[src/common/icu_consts.svh]
`ifndef ICU_CONSTS_SVH
`define ICU_CONSTS_SVH

// Operand and result width of the integer unit.
`define ICU_XLEN 64

// One divide iteration per quotient bit.
`define ICU_DIV_STEPS `ICU_XLEN

`endif

[src/common/icu_op_pkg.sv]
package icu_op_pkg;

    // ALU operation, driven by the decoder.
    typedef enum logic [5:0] {
        ADD    = 6'd0,
        SUB    = 6'd1,
        SLL    = 6'd2,
        SLT    = 6'd3,
        SLTU   = 6'd4,
        XOR    = 6'd5,
        SRL    = 6'd6,
        SRA    = 6'd7,
        OR     = 6'd8,
        AND    = 6'd9,
        PASS_B = 6'd10 // LUI.
    } alu_op_e;

    typedef enum logic [3:0] {
        NONE = 4'd0,
        EQ   = 4'd1,
        NE   = 4'd2,
        LT   = 4'd3,
        GE   = 4'd4,
        LTU  = 4'd5,
        GEU  = 4'd6
    } branch_cond_e;

    // A non-idle value doubles as the start strobe.
    typedef enum logic [3:0] {
        MUL_NONE = 4'd0,
        MUL      = 4'd1,
        MULH     = 4'd2,
        MULHSU   = 4'd3,
        MULHU    = 4'd4
    } mul_op_e;

    typedef enum logic [3:0] {
        DIV_NONE = 4'd0,
        DIV      = 4'd1,
        DIVU     = 4'd2,
        REM      = 4'd3,
        REMU     = 4'd4
    } div_op_e;

    // Result source at the unit output.
    typedef enum logic [1:0] {
        SEL_MUL = 2'd0,
        SEL_DIV = 2'd1,
        SEL_ALU = 2'd2
    } func_sel_e;

endpackage

[src/source/riscv_branch.sv]
`include "icu_consts.svh"

module riscv_branch (
    input  icu_op_pkg::branch_cond_e    i_riscv_branch_cond,
    input  logic signed [`ICU_XLEN-1:0] i_riscv_branch_rs1data,
    input  logic signed [`ICU_XLEN-1:0] i_riscv_branch_rs2data,
    output logic                        o_riscv_branch_taken
);

    logic eq;
    logic lt;
    logic ltu;

    assign eq  = i_riscv_branch_rs1data == i_riscv_branch_rs2data;
    assign lt  = i_riscv_branch_rs1data < i_riscv_branch_rs2data;
    assign ltu = $unsigned(i_riscv_branch_rs1data) < $unsigned(i_riscv_branch_rs2data);

    always_comb begin
        case (i_riscv_branch_cond)
            icu_op_pkg::EQ:  o_riscv_branch_taken = eq;
            icu_op_pkg::NE:  o_riscv_branch_taken = !eq;
            icu_op_pkg::LT:  o_riscv_branch_taken = lt;
            icu_op_pkg::GE:  o_riscv_branch_taken = !lt;
            icu_op_pkg::LTU: o_riscv_branch_taken = ltu;
            icu_op_pkg::GEU: o_riscv_branch_taken = !ltu;
            default:         o_riscv_branch_taken = 1'b0; // Not a branch.
        endcase
    end

endmodule

[config.mk]
export PLATFORM = sky130hd
export DESIGN_NAME = riscv_branch
export DESIGN_NICKNAME = d
export VERILOG_FILES = /design/src/common/icu_op_pkg.sv /design/src/source/riscv_branch.sv
export VERILOG_INCLUDE_DIRS = /design/src /design/src/common
export SDC_FILE = /design/constraint.sdc
export NUM_CORES = 1
export LEC_CHECK = 0
export BUFFER_PORTS_ARGS = -buffer_cell sky130_fd_sc_hd__buf_2
export CAP_MARGIN = 20
export CORE_ASPECT_RATIO = 0.9
export CORE_MARGIN = 5
export CORE_UTILIZATION = 38
export DETAILED_ROUTE_END_ITERATION = 12
export PLACE_DENSITY = 0.78
export SETUP_SLACK_MARGIN = 0.5
export SYNTH_ARGS = -nofsm -noshare
export SYNTH_HDL_FRONTEND = slang
export SYNTH_SLANG_ARGS = --single-unit
[constraint.sdc]
create_clock -name vclk -period 2.15
set_input_delay 0.1075 -clock vclk [all_inputs]
set_output_delay 0.1075 -clock vclk [all_outputs]
set_load 0.1 [all_outputs]
==> results.json <==
{
  "grt_max_degree": 5,
  "use_met2": 0.337,
  "leakage_nw": 1.71,
  "core_area_mm2": 0.00440,
  "crit_path_cell_trace": "buf_2, inv_1, ha_1, nand4_1, nor4_2, nand3b_1, a311oi_2, a31oi_1, o211ai_2, mux2_4, o2111a_2, buf_12",
  "finalWorstSetupSlack_ns": -0.408,
  "final_cells": 456,
  "multiInputGateArea_mm2": 0.00160,
  "end_kind": "output port",
  "design.seq.count": 0,
  "worst_pin_slew_ns": 0.394,
  "crit_start": "i_riscv_branch_rs2data[57]",
  "finalNetCount": 592,
  "hold_start": "i_riscv_branch_cond[3]",
  "grt_use_met1": 0.198,
  "start_util": 0.388,
  "synth_nets": 436,
  "grt-ovfl-total": 0,
  "yosys_warnings": 0,
  "grtUsageTotal": 0.168,
  "path_buf_inv": 3,
  "drt_iter0_drc": 29,
  "routed_wl_um": 5220,
  "synthToLayoutAreaGrowth_pct": 65.7,
  "synth.top_cells.by_area": "ha_1 (47%), inv_1 (15%), a21oi_1 (7.0%)",
  "fin_crit_sh": 1.19,
  "wl_per_cell_um": 11.5,
  "violations": "setup timing",
  "crit_family": "compound AO/OA/AOI/OAI gates",
  "dpl.hpwl_um": 4940,
  "postRouteAntennaNets": 0,
  "path_max_fanout": 3,
  "syn-instance-count": 240,
  "final_util": 0.643,
  "startpoint_type": "input port",
  "dieArea_mm2": 0.00594,
  "final-max-slew-violation-count": 0,
  "clock.fmax_mhz": 391,
  "seqCellArea_um2": 0,
  "drtPass1Iterations": 4,
  "grt_busiest_layer": "met2",
  "io-pin-count": 133,
  "antenna_found_initial": 0,
  "crit_type": "input port to output port",
  "max_cap_violations": 0,
  "whs_path_depth": 4,
  "status": "finished with violations",
  "synth_top_area_frac": 0.469,
  "drc_errors": 0,
  "cp_slowest_stage_delay_ns": 0.35,
  "vdd_drop_max_uv": 102,
  "place.gp.congestion": 0.717,
  "dp_cells": 452,
  "vias_per_cell": 4.77,
  "netlist_area_mm2": 0.00171,
  "cp.depth": 12,
  "ys_types": 36,
  "yosysTopAreaCell": "ha_1",
  "critPathRequiredTime_ns": 2.04,
  "grt_pass1_vias": 2217,
  "powerDensity_mw_per_mm2": 180,
  "rsz0062_at_grt": "true",
  "nFillCells": 387,
  "diodes": 0,
  "rows": 23,
  "dpl_cell_area_mm2": 0.00273,
  "syn_avg_cell_area_um2": 7.12,
  "finalHoldViolCount": 0,
  "arrival_ns": 2.45,
  "hold_buffers": 0,
  "setup-tns-final_ns": -0.408,
  "setup_viol": 1,
  "portBuffers": 133,
  "slowest_stage": "nor4_2",
  "seq_area_frac_synth": 0,
  "vias": 2177,
  "slew_headroom": 0.737,
  "hold_path_class": "input port to output port",
  "grtUsageMet3": 0.0208,
  "grt_pass1_wl_um": 8480,
  "fin_crit_ns": 2.56,
  "n_clock_buffer": 0,
  "drive_gt1_frac": 0.472,
  "final_cell_area_mm2": 0.00283,
  "die_h_um": 73.6,
  "die_w_um": 80.7
}
path summary, 6_finish.rpt:
path	end	slack [ns]
worst max-delay path	o_riscv_branch_taken	-0.41
worst min-delay path	o_riscv_branch_taken	0.63
power by group:
part | leakage (nW) | switching [W] | internal (W)
Combinational | 1.71 | 0.000231 | 0.000279
Clock | 0 | 0 | 0
Sequential | 0 | 0 | 0
area by class of cell:
type / count / area share
Timing Repair Buffer: 154 / 0.307
Multi-Input combinational cell: 172 / 0.567
Tap cell: 62 / 0.0274
Inverter: 68 / 0.0990
metrics by stage:
stage                     hold WS (ns)  worst slack [ns]  power (W)
after CTS                        0.636            -0.397   0.000500
after global placement           0.734            -0.476   0.000475
after detailed placement         0.733            -0.534   0.000491
after floorplan                  0.533            -0.140   0.000265
final                            0.632            -0.408   0.000510
after global routing             0.647            -0.556   0.000586
cells in the mapped netlist (all sizes together):
master   instances
o31ai            1
nand2           20
nor2             7
ha              64
a2bb2oi          1
mux2i            2
a31oi            1
o21ai            6
nor4b            1
a2111oi          1
a311oi           1
o21a             1
a21o             3
o211ai           2
nand3            6
nand4           12
and2             1
nor2b            1
and4             1
a21oi           24
a221oi           4
a2111o           1
mux2             2
or2              1
nor4             2
inv             68
a211oi           1
o2111a           1
nor3             2
nand3b           1
a221o            1
cells by family (layout without fill, tap and decap cells):
kind of cell / Yosys count / count (layout) / share of synthesized area
muxes: 4 / 4 / 0.0271
and+or+nand+nor: 55 / 55 / 0.163
AOI/OAI and AO/OA: 49 / 49 / 0.192
adders and majority gates: 64 / 64 / 0.469
buffers and inverters: 68 / 222 / 0.149
per-layer routing:
layer / part of all wire / vias up
li1: - / 1149
met1: 0.40 / 946
met2: 0.51 / 80
met3: 0.086 / 2
met4: 0.0031 / 0
met5: 0 / -
what timing repair did:
item	CTS	global route
resized for setup	5	10
endpoints found under the setup margin	1	1
buffers inserted	3	1
endpoints found under the hold margin	0	0
pin swaps	3	9
cell usage in the layout, fill, tap and decap left out, types with 2 or more instances in the layout:
master and instances:
ha_4 10, buf_4 21, nand4_1 12, o21ai_0 5, inv_1 58, nor2_1 7
a221oi_1 3, buf_2 127, mux2i_1 2, nor3_1 2, nand2_1 20, inv_2 4
a21oi_1 24, inv_4 5, buf_6 5, ha_1 54, mux2_4 2, nand3_1 6
a21o_1 3, nor4_2 2
(Power assumes the default switching activity.)
