$ cat config.mk
export PLATFORM = sky130hd
export DESIGN_NAME = riscv_divider
export DESIGN_NICKNAME = d
export VERILOG_FILES = /design/src/common/icu_op_pkg.sv /design/src/common/icu_fsm_pkg.sv /design/src/riscv_divider/riscv_div_ctrl.sv /design/src/riscv_divider/riscv_div_counter.sv /design/src/riscv_divider/riscv_divider.sv
export VERILOG_INCLUDE_DIRS = /design/src /design/src/common
export SDC_FILE = /design/constraint.sdc
export NUM_CORES = 1
export LEC_CHECK = 0
export BUFFER_PORTS_ARGS = -buffer_cell sky130_fd_sc_hd__buf_2
export CAP_MARGIN = 15
export CELL_PAD_IN_SITES_DETAIL_PLACEMENT = 1
export CELL_PAD_IN_SITES_GLOBAL_PLACEMENT = 1
export CORE_ASPECT_RATIO = 1.2
export CORE_MARGIN = 5
export CORE_UTILIZATION = 30
export DETAILED_ROUTE_END_ITERATION = 8
export GPL_TIMING_DRIVEN = 0
export PLACE_DENSITY_LB_ADDON = 0.12
export SETUP_SLACK_MARGIN = 0.05
export SYNTH_ARGS = -nofsm -noshare
export SYNTH_HDL_FRONTEND = slang
export SYNTH_HIERARCHICAL = 1
export SYNTH_SLANG_ARGS = --single-unit
$ cat constraint.sdc
create_clock -name i_riscv_div_clk -period 10 [get_ports i_riscv_div_clk]
set_input_delay 1 -clock i_riscv_div_clk [delete_from_list [all_inputs] [get_ports i_riscv_div_clk]]
set_output_delay 1 -clock i_riscv_div_clk [all_outputs]
set_load 0.1 [all_outputs]
$ cat src/common/icu_consts.svh
`ifndef ICU_CONSTS_SVH
`define ICU_CONSTS_SVH

// Operand and result width of the integer unit.
`define ICU_XLEN 64

// One divide iteration per quotient bit.
`define ICU_DIV_STEPS `ICU_XLEN

`endif

$ cat src/common/icu_op_pkg.sv
package icu_op_pkg;

    // ALU operation, driven by the decoder.
    typedef enum logic [5:0] {
        ADD    = 6'd0,
        SUB    = 6'd1,
        SLL    = 6'd2,
        SLT    = 6'd3,
        SLTU   = 6'd4,
        XOR    = 6'd5,
        SRL    = 6'd6,
        SRA    = 6'd7,
        OR     = 6'd8,
        AND    = 6'd9,
        PASS_B = 6'd10 // LUI.
    } alu_op_e;

    typedef enum logic [3:0] {
        NONE = 4'd0,
        EQ   = 4'd1,
        NE   = 4'd2,
        LT   = 4'd3,
        GE   = 4'd4,
        LTU  = 4'd5,
        GEU  = 4'd6
    } branch_cond_e;

    // A non-idle value doubles as the start strobe.
    typedef enum logic [3:0] {
        MUL_NONE = 4'd0,
        MUL      = 4'd1,
        MULH     = 4'd2,
        MULHSU   = 4'd3,
        MULHU    = 4'd4
    } mul_op_e;

    typedef enum logic [3:0] {
        DIV_NONE = 4'd0,
        DIV      = 4'd1,
        DIVU     = 4'd2,
        REM      = 4'd3,
        REMU     = 4'd4
    } div_op_e;

    // Result source at the unit output.
    typedef enum logic [1:0] {
        SEL_MUL = 2'd0,
        SEL_DIV = 2'd1,
        SEL_ALU = 2'd2
    } func_sel_e;

endpackage

$ cat src/common/icu_fsm_pkg.sv
package icu_fsm_pkg;

    // Divider sequencing.
    typedef enum logic [1:0] {
        IDLE = 2'd0, // Waiting for a divide op.
        RUN  = 2'd1, // One quotient bit per cycle.
        DONE = 2'd2  // Result fix-up and valid.
    } div_state_e;

endpackage

$ cat src/riscv_divider/riscv_div_ctrl.sv
module riscv_div_ctrl (
    input  logic i_riscv_div_clk,
    input  logic i_reset,
    input  logic i_riscv_div_start,
    input  logic i_riscv_div_last,
    output logic o_riscv_div_load,
    output logic o_riscv_div_step,
    output logic o_riscv_div_done
);

    icu_fsm_pkg::div_state_e state;
    icu_fsm_pkg::div_state_e state_next;

    always_ff @(posedge i_riscv_div_clk) begin
        if (i_reset) begin
            state <= icu_fsm_pkg::IDLE;
        end else begin
            state <= state_next;
        end
    end

    always_comb begin
        state_next = state;
        case (state)
            icu_fsm_pkg::IDLE: begin
                if (i_riscv_div_start) begin
                    state_next = icu_fsm_pkg::RUN;
                end
            end
            icu_fsm_pkg::RUN: begin
                if (i_riscv_div_last) begin
                    state_next = icu_fsm_pkg::DONE; // Final step this cycle.
                end
            end
            icu_fsm_pkg::DONE: state_next = icu_fsm_pkg::IDLE;
            default:           state_next = icu_fsm_pkg::IDLE;
        endcase
    end

    // Start is only honoured in IDLE.
    assign o_riscv_div_load = (state == icu_fsm_pkg::IDLE) && i_riscv_div_start;
    assign o_riscv_div_step = state == icu_fsm_pkg::RUN;
    assign o_riscv_div_done = state == icu_fsm_pkg::DONE;

endmodule

$ cat src/riscv_divider/riscv_div_counter.sv
`include "icu_consts.svh"

module riscv_div_counter (
    input  logic i_riscv_div_clk,
    input  logic i_reset,
    input  logic i_riscv_div_clear,
    input  logic i_riscv_div_count,
    output logic o_riscv_div_last
);

    logic [6:0] step_cnt; // Steps done so far.

    always_ff @(posedge i_riscv_div_clk) begin
        if (i_reset || i_riscv_div_clear) begin
            step_cnt <= '0;
        end else if (i_riscv_div_count) begin
            step_cnt <= step_cnt + 7'd1;
        end
    end

    assign o_riscv_div_last = i_riscv_div_count && (step_cnt == 7'(`ICU_DIV_STEPS - 1));

endmodule

$ cat src/riscv_divider/riscv_divider.sv
`include "icu_consts.svh"

module riscv_divider (
    input  logic                        i_riscv_div_clk,
    input  logic                        i_reset,
    input  logic signed [`ICU_XLEN-1:0] i_riscv_div_rs1data,
    input  logic signed [`ICU_XLEN-1:0] i_riscv_div_rs2data,
    input  icu_op_pkg::div_op_e         i_riscv_div_divctrl,
    output logic                        o_riscv_div_valid,
    output logic signed [`ICU_XLEN-1:0] o_riscv_div_result
);

    logic                  load;
    logic                  step;
    logic                  done;
    logic                  last;
    logic                  is_signed;
    logic                  is_rem;
    logic [`ICU_XLEN-1:0]  mag_a;
    logic [`ICU_XLEN-1:0]  mag_b;
    logic [`ICU_XLEN-1:0]  dividend_q;
    logic [`ICU_XLEN-1:0]  divisor_q;
    logic [`ICU_XLEN-1:0]  quo_q;
    logic [`ICU_XLEN-1:0]  rem_q;
    logic [`ICU_XLEN:0]    rem_shift;
    logic [`ICU_XLEN:0]    diff;
    logic [`ICU_XLEN-1:0]  result_next;
    logic                  neg_quo_q;
    logic                  neg_rem_q;
    logic                  div_zero_q;
    logic                  overflow_q;
    icu_op_pkg::div_op_e   op_q;

    riscv_div_ctrl u_ctrl (
        .i_riscv_div_clk   (i_riscv_div_clk),
        .i_reset           (i_reset),
        .i_riscv_div_start (i_riscv_div_divctrl != icu_op_pkg::DIV_NONE),
        .i_riscv_div_last  (last),
        .o_riscv_div_load  (load),
        .o_riscv_div_step  (step),
        .o_riscv_div_done  (done)
    );

    riscv_div_counter u_counter (
        .i_riscv_div_clk   (i_riscv_div_clk),
        .i_reset           (i_reset),
        .i_riscv_div_clear (load),
        .i_riscv_div_count (step),
        .o_riscv_div_last  (last)
    );

    assign is_signed = (i_riscv_div_divctrl == icu_op_pkg::DIV) ||
                       (i_riscv_div_divctrl == icu_op_pkg::REM);
    assign mag_a = (is_signed && i_riscv_div_rs1data[`ICU_XLEN-1]) ? -i_riscv_div_rs1data
                                                                   : i_riscv_div_rs1data;
    assign mag_b = (is_signed && i_riscv_div_rs2data[`ICU_XLEN-1]) ? -i_riscv_div_rs2data
                                                                   : i_riscv_div_rs2data;

    // ############################################################
    // Restoring step. Dividend bits shift out of quo_q into rem.
    assign rem_shift = {rem_q, quo_q[`ICU_XLEN-1]};
    assign diff      = rem_shift - {1'b0, divisor_q};

    always_ff @(posedge i_riscv_div_clk) begin
        if (load) begin
            dividend_q <= i_riscv_div_rs1data;
            divisor_q  <= mag_b;
            quo_q      <= mag_a;
            rem_q      <= '0;
            op_q       <= i_riscv_div_divctrl;
            neg_quo_q  <= is_signed && (i_riscv_div_rs1data[`ICU_XLEN-1] ^
                                        i_riscv_div_rs2data[`ICU_XLEN-1]);
            neg_rem_q  <= is_signed && i_riscv_div_rs1data[`ICU_XLEN-1]; // Follows dividend.
            div_zero_q <= i_riscv_div_rs2data == '0;
            overflow_q <= is_signed && (i_riscv_div_rs1data == {1'b1, {(`ICU_XLEN-1){1'b0}}}) &&
                          (i_riscv_div_rs2data == '1);
        end else if (step) begin
            if (!diff[`ICU_XLEN]) begin
                rem_q <= diff[`ICU_XLEN-1:0];
                quo_q <= {quo_q[`ICU_XLEN-2:0], 1'b1};
            end else begin
                rem_q <= rem_shift[`ICU_XLEN-1:0];
                quo_q <= {quo_q[`ICU_XLEN-2:0], 1'b0};
            end
        end
    end

    // ############################################################
    // Sign fix-up and special cases.
    assign is_rem = (op_q == icu_op_pkg::REM) || (op_q == icu_op_pkg::REMU);

    always_comb begin
        if (div_zero_q) begin
            result_next = is_rem ? dividend_q : '1;
        end else if (overflow_q) begin
            result_next = is_rem ? '0 : dividend_q;
        end else if (is_rem) begin
            result_next = neg_rem_q ? -rem_q : rem_q;
        end else begin
            result_next = neg_quo_q ? -quo_q : quo_q;
        end
    end

    always_ff @(posedge i_riscv_div_clk) begin
        if (i_reset) begin
            o_riscv_div_valid <= 1'b0;
        end else begin
            o_riscv_div_valid <= done; // One cycle after DONE.
        end
    end

    always_ff @(posedge i_riscv_div_clk) begin
        if (done) begin
            o_riscv_div_result <= result_next;
        end
    end

endmodule

==> results.toml, run 1 <==
[outcome]
status = "completed"

[synthesis]
synth_area_per_cell_um2 = 8.832
ys_ff_latch = 338
seq_area_frac_synth = 0.4052
synth.net_count = 2834
yosysWarnings = 6
syn_inst = 2629
synth_cell_types = 85
synth_edf_count = 264
synth_flop_cell = "edfxtp_1"
syn-cell-area_um2 = 23220
async_reset_ff_frac = 0

[timing]
fin_ws_ps = 5260
whs_ps = 496.1
slew_viol_final = 0
max_slew_margin = 0.2063
fmax_mhz = 211.0
worstMarginPinSlew_ps = 1188
rsz0062_at_grt = "false"
hold_viol_final = 0
tns_ps = 0
timing.final.crit_share = 0.4740
clock_skew_ps = 32.66
period_minus_slack_ps = 4740
setup_viol = 0

[worst_setup_path]
crit_path_end_kind = "register"
worstPathArrival_ps = 5200
cpPeakStageDelay_ps = 790
crit_path_start_kind = "register"
cp_slowest_cell = "xor2_1"
cp_num_buf_inv = 2
critPathTopFamily = "compound AO/OA/AOI/OAI gates"
worst-setup-path-type = "register to register"
crit_chain = "ha_1 > clkbuf_1 > a21oi_1 > o21ai_0 > a22oi_1 > nand2_1 > o21ai_1 > a21oi_1 > nor3_1 > xor2_1 > clkbuf_1 > nand2_1 > a311oi_1"
r2r_setup_slack_ps = 5260
cp.required_ps = 10460
path_max_fanout = 10

[grt]
grt_pass1_wl_um = 144500
antenna_found_initial = 2
grt_start_max_net_pins = 37
first_global_vias = 22930
grt_usage = 0.2240
gr-total-overflow = 0

[floorplan]
rows = 111
io_pins = 199
die_x_um = 264.0
core_um2 = 76520
die_area_um2 = 83090
initial_core_util = 0.3034
chipHeight_um = 314.8

[clocking]
cts_root_buf = "clkbuf_16"
clkTransAtPathRegs_ps = 60
postCtsHoldBufs = 0
cts_tree = "built"
cts_inserted_buffers = 41
cts_max_level = 2
ctsResizeCount = 0
cts_setup_buffers = 0
clk-insertion-delay-late_ps = 580
cts_buffer_depth = 3
clock-sinks = 338

[route]
drt_iter0_markers = 1150
wirelength_um = 96460
drc = 0
vias = 21450
antenna_left = 0
vias_per_cell = 5.464
firstDrtPassIters = 5
avgRoutedWirePerCell_um = 24.57

[place]
port_buffers = 198
pre_cts_slack_ps = 4690
placedInstanceArea_um2 = 25650
gp_congestion = 0.9119
dp_cells = 3851
dp_hpwl_um = 78110

[layout]
drive_gt1_frac = 0.1035
final_cell_mix = "298 x nand2_1, 264 x edfxtp_1, 259 x nor2_1"
final_util = 0.3522
final_area_um2 = 26950
fillCellCount = 9013
fin_nets = 3082
stdcell_count = 3926
syn2layout_area_growth_pct = 16.06
final_common_cell = "nand2_1"
antenna_cells = 0

[power]
peakVddDrop_v = 0.0001010
power.total_mw = 4.589
p_leak_nw = 9.756
p_per_area_nw_per_um2 = 170.3

[min_path]
hold_class = "register to register"

[flow_run]
maxCapViolCount = 0
-- where the power goes --
group / total (mW) / internal [mW] / switching (mW)
sequential: 1.83 / 1.68 / 0.153
clock: 1.48 / 0.859 / 0.624
combinational: 1.28 / 0.443 / 0.835
-- kinds of logic (layout without fill, tap and decap cells) --
logic type / count (synthesis) / in the layout / synth area share
fa+ha+maj: 71 / 71 / 0.03858
buf+inv: 252 / 532 / 0.04095
mux: 12 / 12 / 0.005173
xor+xnor: 308 / 308 / 0.1162
compound gates: 758 / 758 / 0.2109
flops: 338 / 338 / 0.4052
simple gates: 890 / 890 / 0.1830
-- flip-flops by register name (all words and copies together), names as in the netlist, 2 cells and up --
signal,cells
divisor_q,64
op_q,4
dividend_q,64
u_counter/step_cnt,7
u_ctrl/state,2
o_riscv_div_result,64
rem_q,64
quo_q,64
-- cell type report --
type                            instances  area, um^2  area share
Multi-Input combinational cell       2039       12880      0.4779
Sequential cell                       338        9409      0.3491
Tap cell                             1017        1272     0.04722
Timing Repair Buffer                  205        1131     0.04197
Clock buffer                           53        1102     0.04090
Buffer                                144       545.5     0.02024
Inverter                              108       407.9     0.01514
Clock inverter                         22       201.4    0.007475
-- tightest hold or removal path, delay by kind of cell, from the launching register on --
kind            cells  cell delay [ps]
compound gates      2              130
flops               1              320
-- final timing paths --
check,from,end,depth (start not counted)
hold reg to reg,u_counter/step_cnt[5],u_counter/step_cnt[5],2
setup reg to reg,rem_q[16],rem_q[46],13
setup / recovery,rem_q[16],rem_q[46],13
hold / removal,u_counter/step_cnt[5],u_counter/step_cnt[5],2
-- cell usage after synthesis, drive strengths merged (27+ instances only) --
cell type / count / area share
xor2: 99 / 0.037
ha: 70 / 0.038
a21o: 33 / 0.011
dfxtp: 74 / 0.064
clkbuf: 137 / 0.022
a311oi: 47 / 0.018
nor3: 57 / 0.013
nor2: 260 / 0.042
nand4: 48 / 0.014
edfxtp: 264 / 0.34
o41ai: 27 / 0.011
o211ai: 48 / 0.016
nand3: 34 / 0.0073
a21oi: 190 / 0.041
o21ai: 200 / 0.043
nor4: 27 / 0.0090
or3: 39 / 0.011
xnor2: 209 / 0.079
inv: 106 / 0.017
nand2: 298 / 0.048
o31ai: 57 / 0.020
a22oi: 38 / 0.012
or4: 35 / 0.012
-- layer usage --
layer,global-route usage,wire [um],up-vias
met5,0,0,-
met4,0.07964,3789,0
met3,0.02170,3662,147
met2,0.4000,47680,567
met1,0.2824,41340,10590
li1,-,-,10150
No activity file was read; power rests on OpenSTA's default activity.
==> inputs of run 2 (changes only) <==
--- a/config.mk
+++ b/config.mk
@@ -6,6 +6,7 @@
 export SDC_FILE = /design/constraint.sdc
 export NUM_CORES = 1
 export LEC_CHECK = 0
+export ABC_AREA = 1
 export BUFFER_PORTS_ARGS = -buffer_cell sky130_fd_sc_hd__buf_2
 export CAP_MARGIN = 15
 export CELL_PAD_IN_SITES_DETAIL_PLACEMENT = 1
==> constraint.sdc (replaced) <==
create_clock -name i_riscv_div_clk -period 3.8 [get_ports i_riscv_div_clk]
set_input_delay 0.38 -clock i_riscv_div_clk [delete_from_list [all_inputs] [get_ports i_riscv_div_clk]]
set_output_delay 0.38 -clock i_riscv_div_clk [all_outputs]
set_load 0.1 [all_outputs]
==> run 2 against run 1 <==
  * Non-clock buffer count up 8
  * Die area up 24%
  * First-iteration DRC count up 82%
  * Final area up 25%
  * Sequential share of layout area down 6.9 points
  * Routed wire length up 53%
  * Clock power rose to 2.8 times the previous value
  * Critical path depth down 4
  * Global-route usage up 5.4 points
  * Sequential cell count unchanged
  * Combinational power up 110%
  * Critical path type unchanged
  * Largest power group unchanged
==> results.toml, run 2 <==
[worst_setup_path]
crit_path_end_kind = "register"
cpPeakStageDelay_ps = 750
cp.depth = 9
critPathTopFamily = "buffers and inverters"
rr_startpoint = "u_ctrl/state[0]"
cp.required_ps = 4060
r2r_setup_slack_ps = 170
crit_chain = "nor2_2 > nand2_2 > clkinvlp_4 > buf_12 > clkbuf_1 > inv_1 > clkbuf_1 > a21oi_1 > a22oi_1"
cp_slowest_cell = "a21oi_1"
worstPathArrival_ps = 3890
worst-setup-path-type = "register to register"
worstReg2RegEnd = "quo_q[63]"
startpoint = "u_ctrl/state[0]"
cp_num_buf_inv = 5
path_max_fanout = 30
crit_path_start_kind = "register"
rr_worst_depth = 9
critPathCapture = "quo_q[63]"
crit_top_cell = "clkbuf_1"

[layout]
fin_nets = 5198
final_cell_mix = "1621 x nand2_1, 732 x inv_1, 598 x nor2_1"
drive_gt1_frac = 0.07342
antenna_cells = 0
final_common_cell = "nand2_1"
syn2layout_area_growth_pct = 15.57

[route]
avgRoutedWirePerCell_um = 23.45
vias = 31330
antenna_left = 0
drt_iter0_markers = 2089
firstDrtPassIters = 5
drc = 0
wirelength_um = 147700
vias_per_cell = 4.976

[timing]
period_minus_slack_ps = 3634
whs_ps = 19.31
tns_ps = 0
fmax_mhz = 275.2
slew_viol_final = 0
rsz0062_at_grt = "false"
clock_skew_ps = 61.38
fin_ws_ps = 165.8
worstMarginPinSlew_ps = 1201
timing.final.crit_share = 0.9564
max_slew_margin = 0.1893
hold_viol_final = 0
setup_viol = 0

[clocking]
clk-insertion-delay-late_ps = 620
cts_root_buf = "clkbuf_16"
cts_max_level = 2
clock-sinks = 338
cts_buffer_depth = 3
cts_inserted_buffers = 41
cts_tree = "built"
clkTransAtPathRegs_ps = 60

[synthesis]
seq_area_frac_synth = 0.3236
synth.net_count = 4911
netlist_top_cells_area = "edfxtp_1 27%, nand2_1 21%, inv_1 9.5%"
synth.most_common_cell = "nand2_1"
synth_area_per_cell_um2 = 6.178
yosys-top-cells-count = "1621 x nand2_1, 734 x inv_1, 602 x nor2_1, 391 x nand3_1, 264 x edfxtp_1"
yosysWarnings = 6
synth_top_cell_by_area = "edfxtp_1"
syn-cell-area_um2 = 29070
async_reset_ff_frac = 0
synth_flop_cell = "edfxtp_1"
ys_ff_latch = 338
syn_inst = 4706
synth_edf_count = 264
synth_top_area_frac = 0.2727
synth_cell_types = 54

[grt]
grt_pass1_wl_um = 213800
gr-usage-met3 = 0.01806
first_global_vias = 32490
use_met2 = 0.5034
grt_start_max_net_pins = 46
grt_use_met1 = 0.3365
gr-total-overflow = 0
grt_usage = 0.2784
antenna_found_initial = 0
grt_most_used_layer = "met2"

[floorplan]
io_pins = 199
die_x_um = 294.2
initial_core_util = 0.3013
die_area_um2 = 103300
chipHeight_um = 351.0
rows = 125
core_um2 = 96500

[place]
pre_cts_slack_ps = -411.6
gp_congestion = 0.9734
dp_hpwl_um = 126300
port_buffers = 198

[power]
pwr-share-clk = 0.357
sw_frac_of_total = 0.3512
p_leak_nw = 16.62
p_comb_frac = 0.240
power_switching_mw = 4.018
seq_power_share = 0.403
p_per_area_nw_per_um2 = 340.5
peakVddDrop_v = 0.0002947
p_int_mw = 7.423

[min_path]
hp-start = "i_riscv_div_rs1data[23]"
hold_class = "primary input to register"

[flow_run]
maxCapViolCount = 0

[outcome]
status = "completed"
## run 2: cell type report
class                   instances  area (um^2)
fillers                     12730        62900
multi-input cells            3508        16350
flip-flops and latches        338         9409
inverters                     745         2804
well taps                    1270         1589
repair buffers                242         1499
clock buffers                  48         1072
plain buffers                 115        553.0
clock inverters                28        311.5
repair inverters                2        10.01
## run 2: logic make-up after synthesis
logic type	synth area share
adders and majority gates	0.03081
and+or+nand+nor	0.4068
AOI/OAI and AO/OA	0.08220
buffers and inverters	0.1147
DFF	0.3236
xor gates and xnor gates	0.04187
## run 2: worst min path at each step
stage                                       end  cells past startpoint
after floorplan                 u_ctrl/state[0]                      1
after global placement    u_counter/step_cnt[6]                      2
after detailed placement  u_counter/step_cnt[6]                      2
after CTS                        dividend_q[23]                      1
after global routing             dividend_q[43]                      1
final                            dividend_q[23]                      1
## run 2: timing repair
item                                    in CTS  in global routing
endpoints found under the setup margin      53                 45
hold buffers                                38                  0
buffers inserted                             0                  0
hold endpoints to repair                    39                  0
gates cloned                                 1                  1
resized for setup                            1                  1
## run 2: power by group through the flow
stage	clock network (mW)	registers (mW)	logic, mW
final	4.08	4.61	2.74
after global placement	0	4.69	2.67
after CTS	4.19	4.61	2.75
after global routing	4.33	4.64	2.99
after detailed placement	0	4.68	2.70
after floorplan	0	4.56	1.52
## run 2: routing by layer
layer  part of all wire  routed length (um)
met2               0.49               73030
met1               0.42               62160
met5                  0                   0
met4              0.058                8628
met3              0.026                3830
## run 2: through the flow
| stage | area, um^2 | std cells | power, mW | util |
|---|---|---|---|---|
| 4_1_cts | 33590 | 6295 | 11.54 | 0.3481 |
| 6_report | 33600 | 6296 | 11.44 | 0.3482 |
| 3_3_place_gp | 31690 | 6174 | 7.362 | 0.3284 |
| 2_1_floorplan | 29110 | 4706 | 6.088 | - |
| 3_5_place_dp | 31820 | 6180 | 7.380 | 0.3298 |
| 5_1_grt | 33600 | 6296 | 11.96 | 0.3482 |
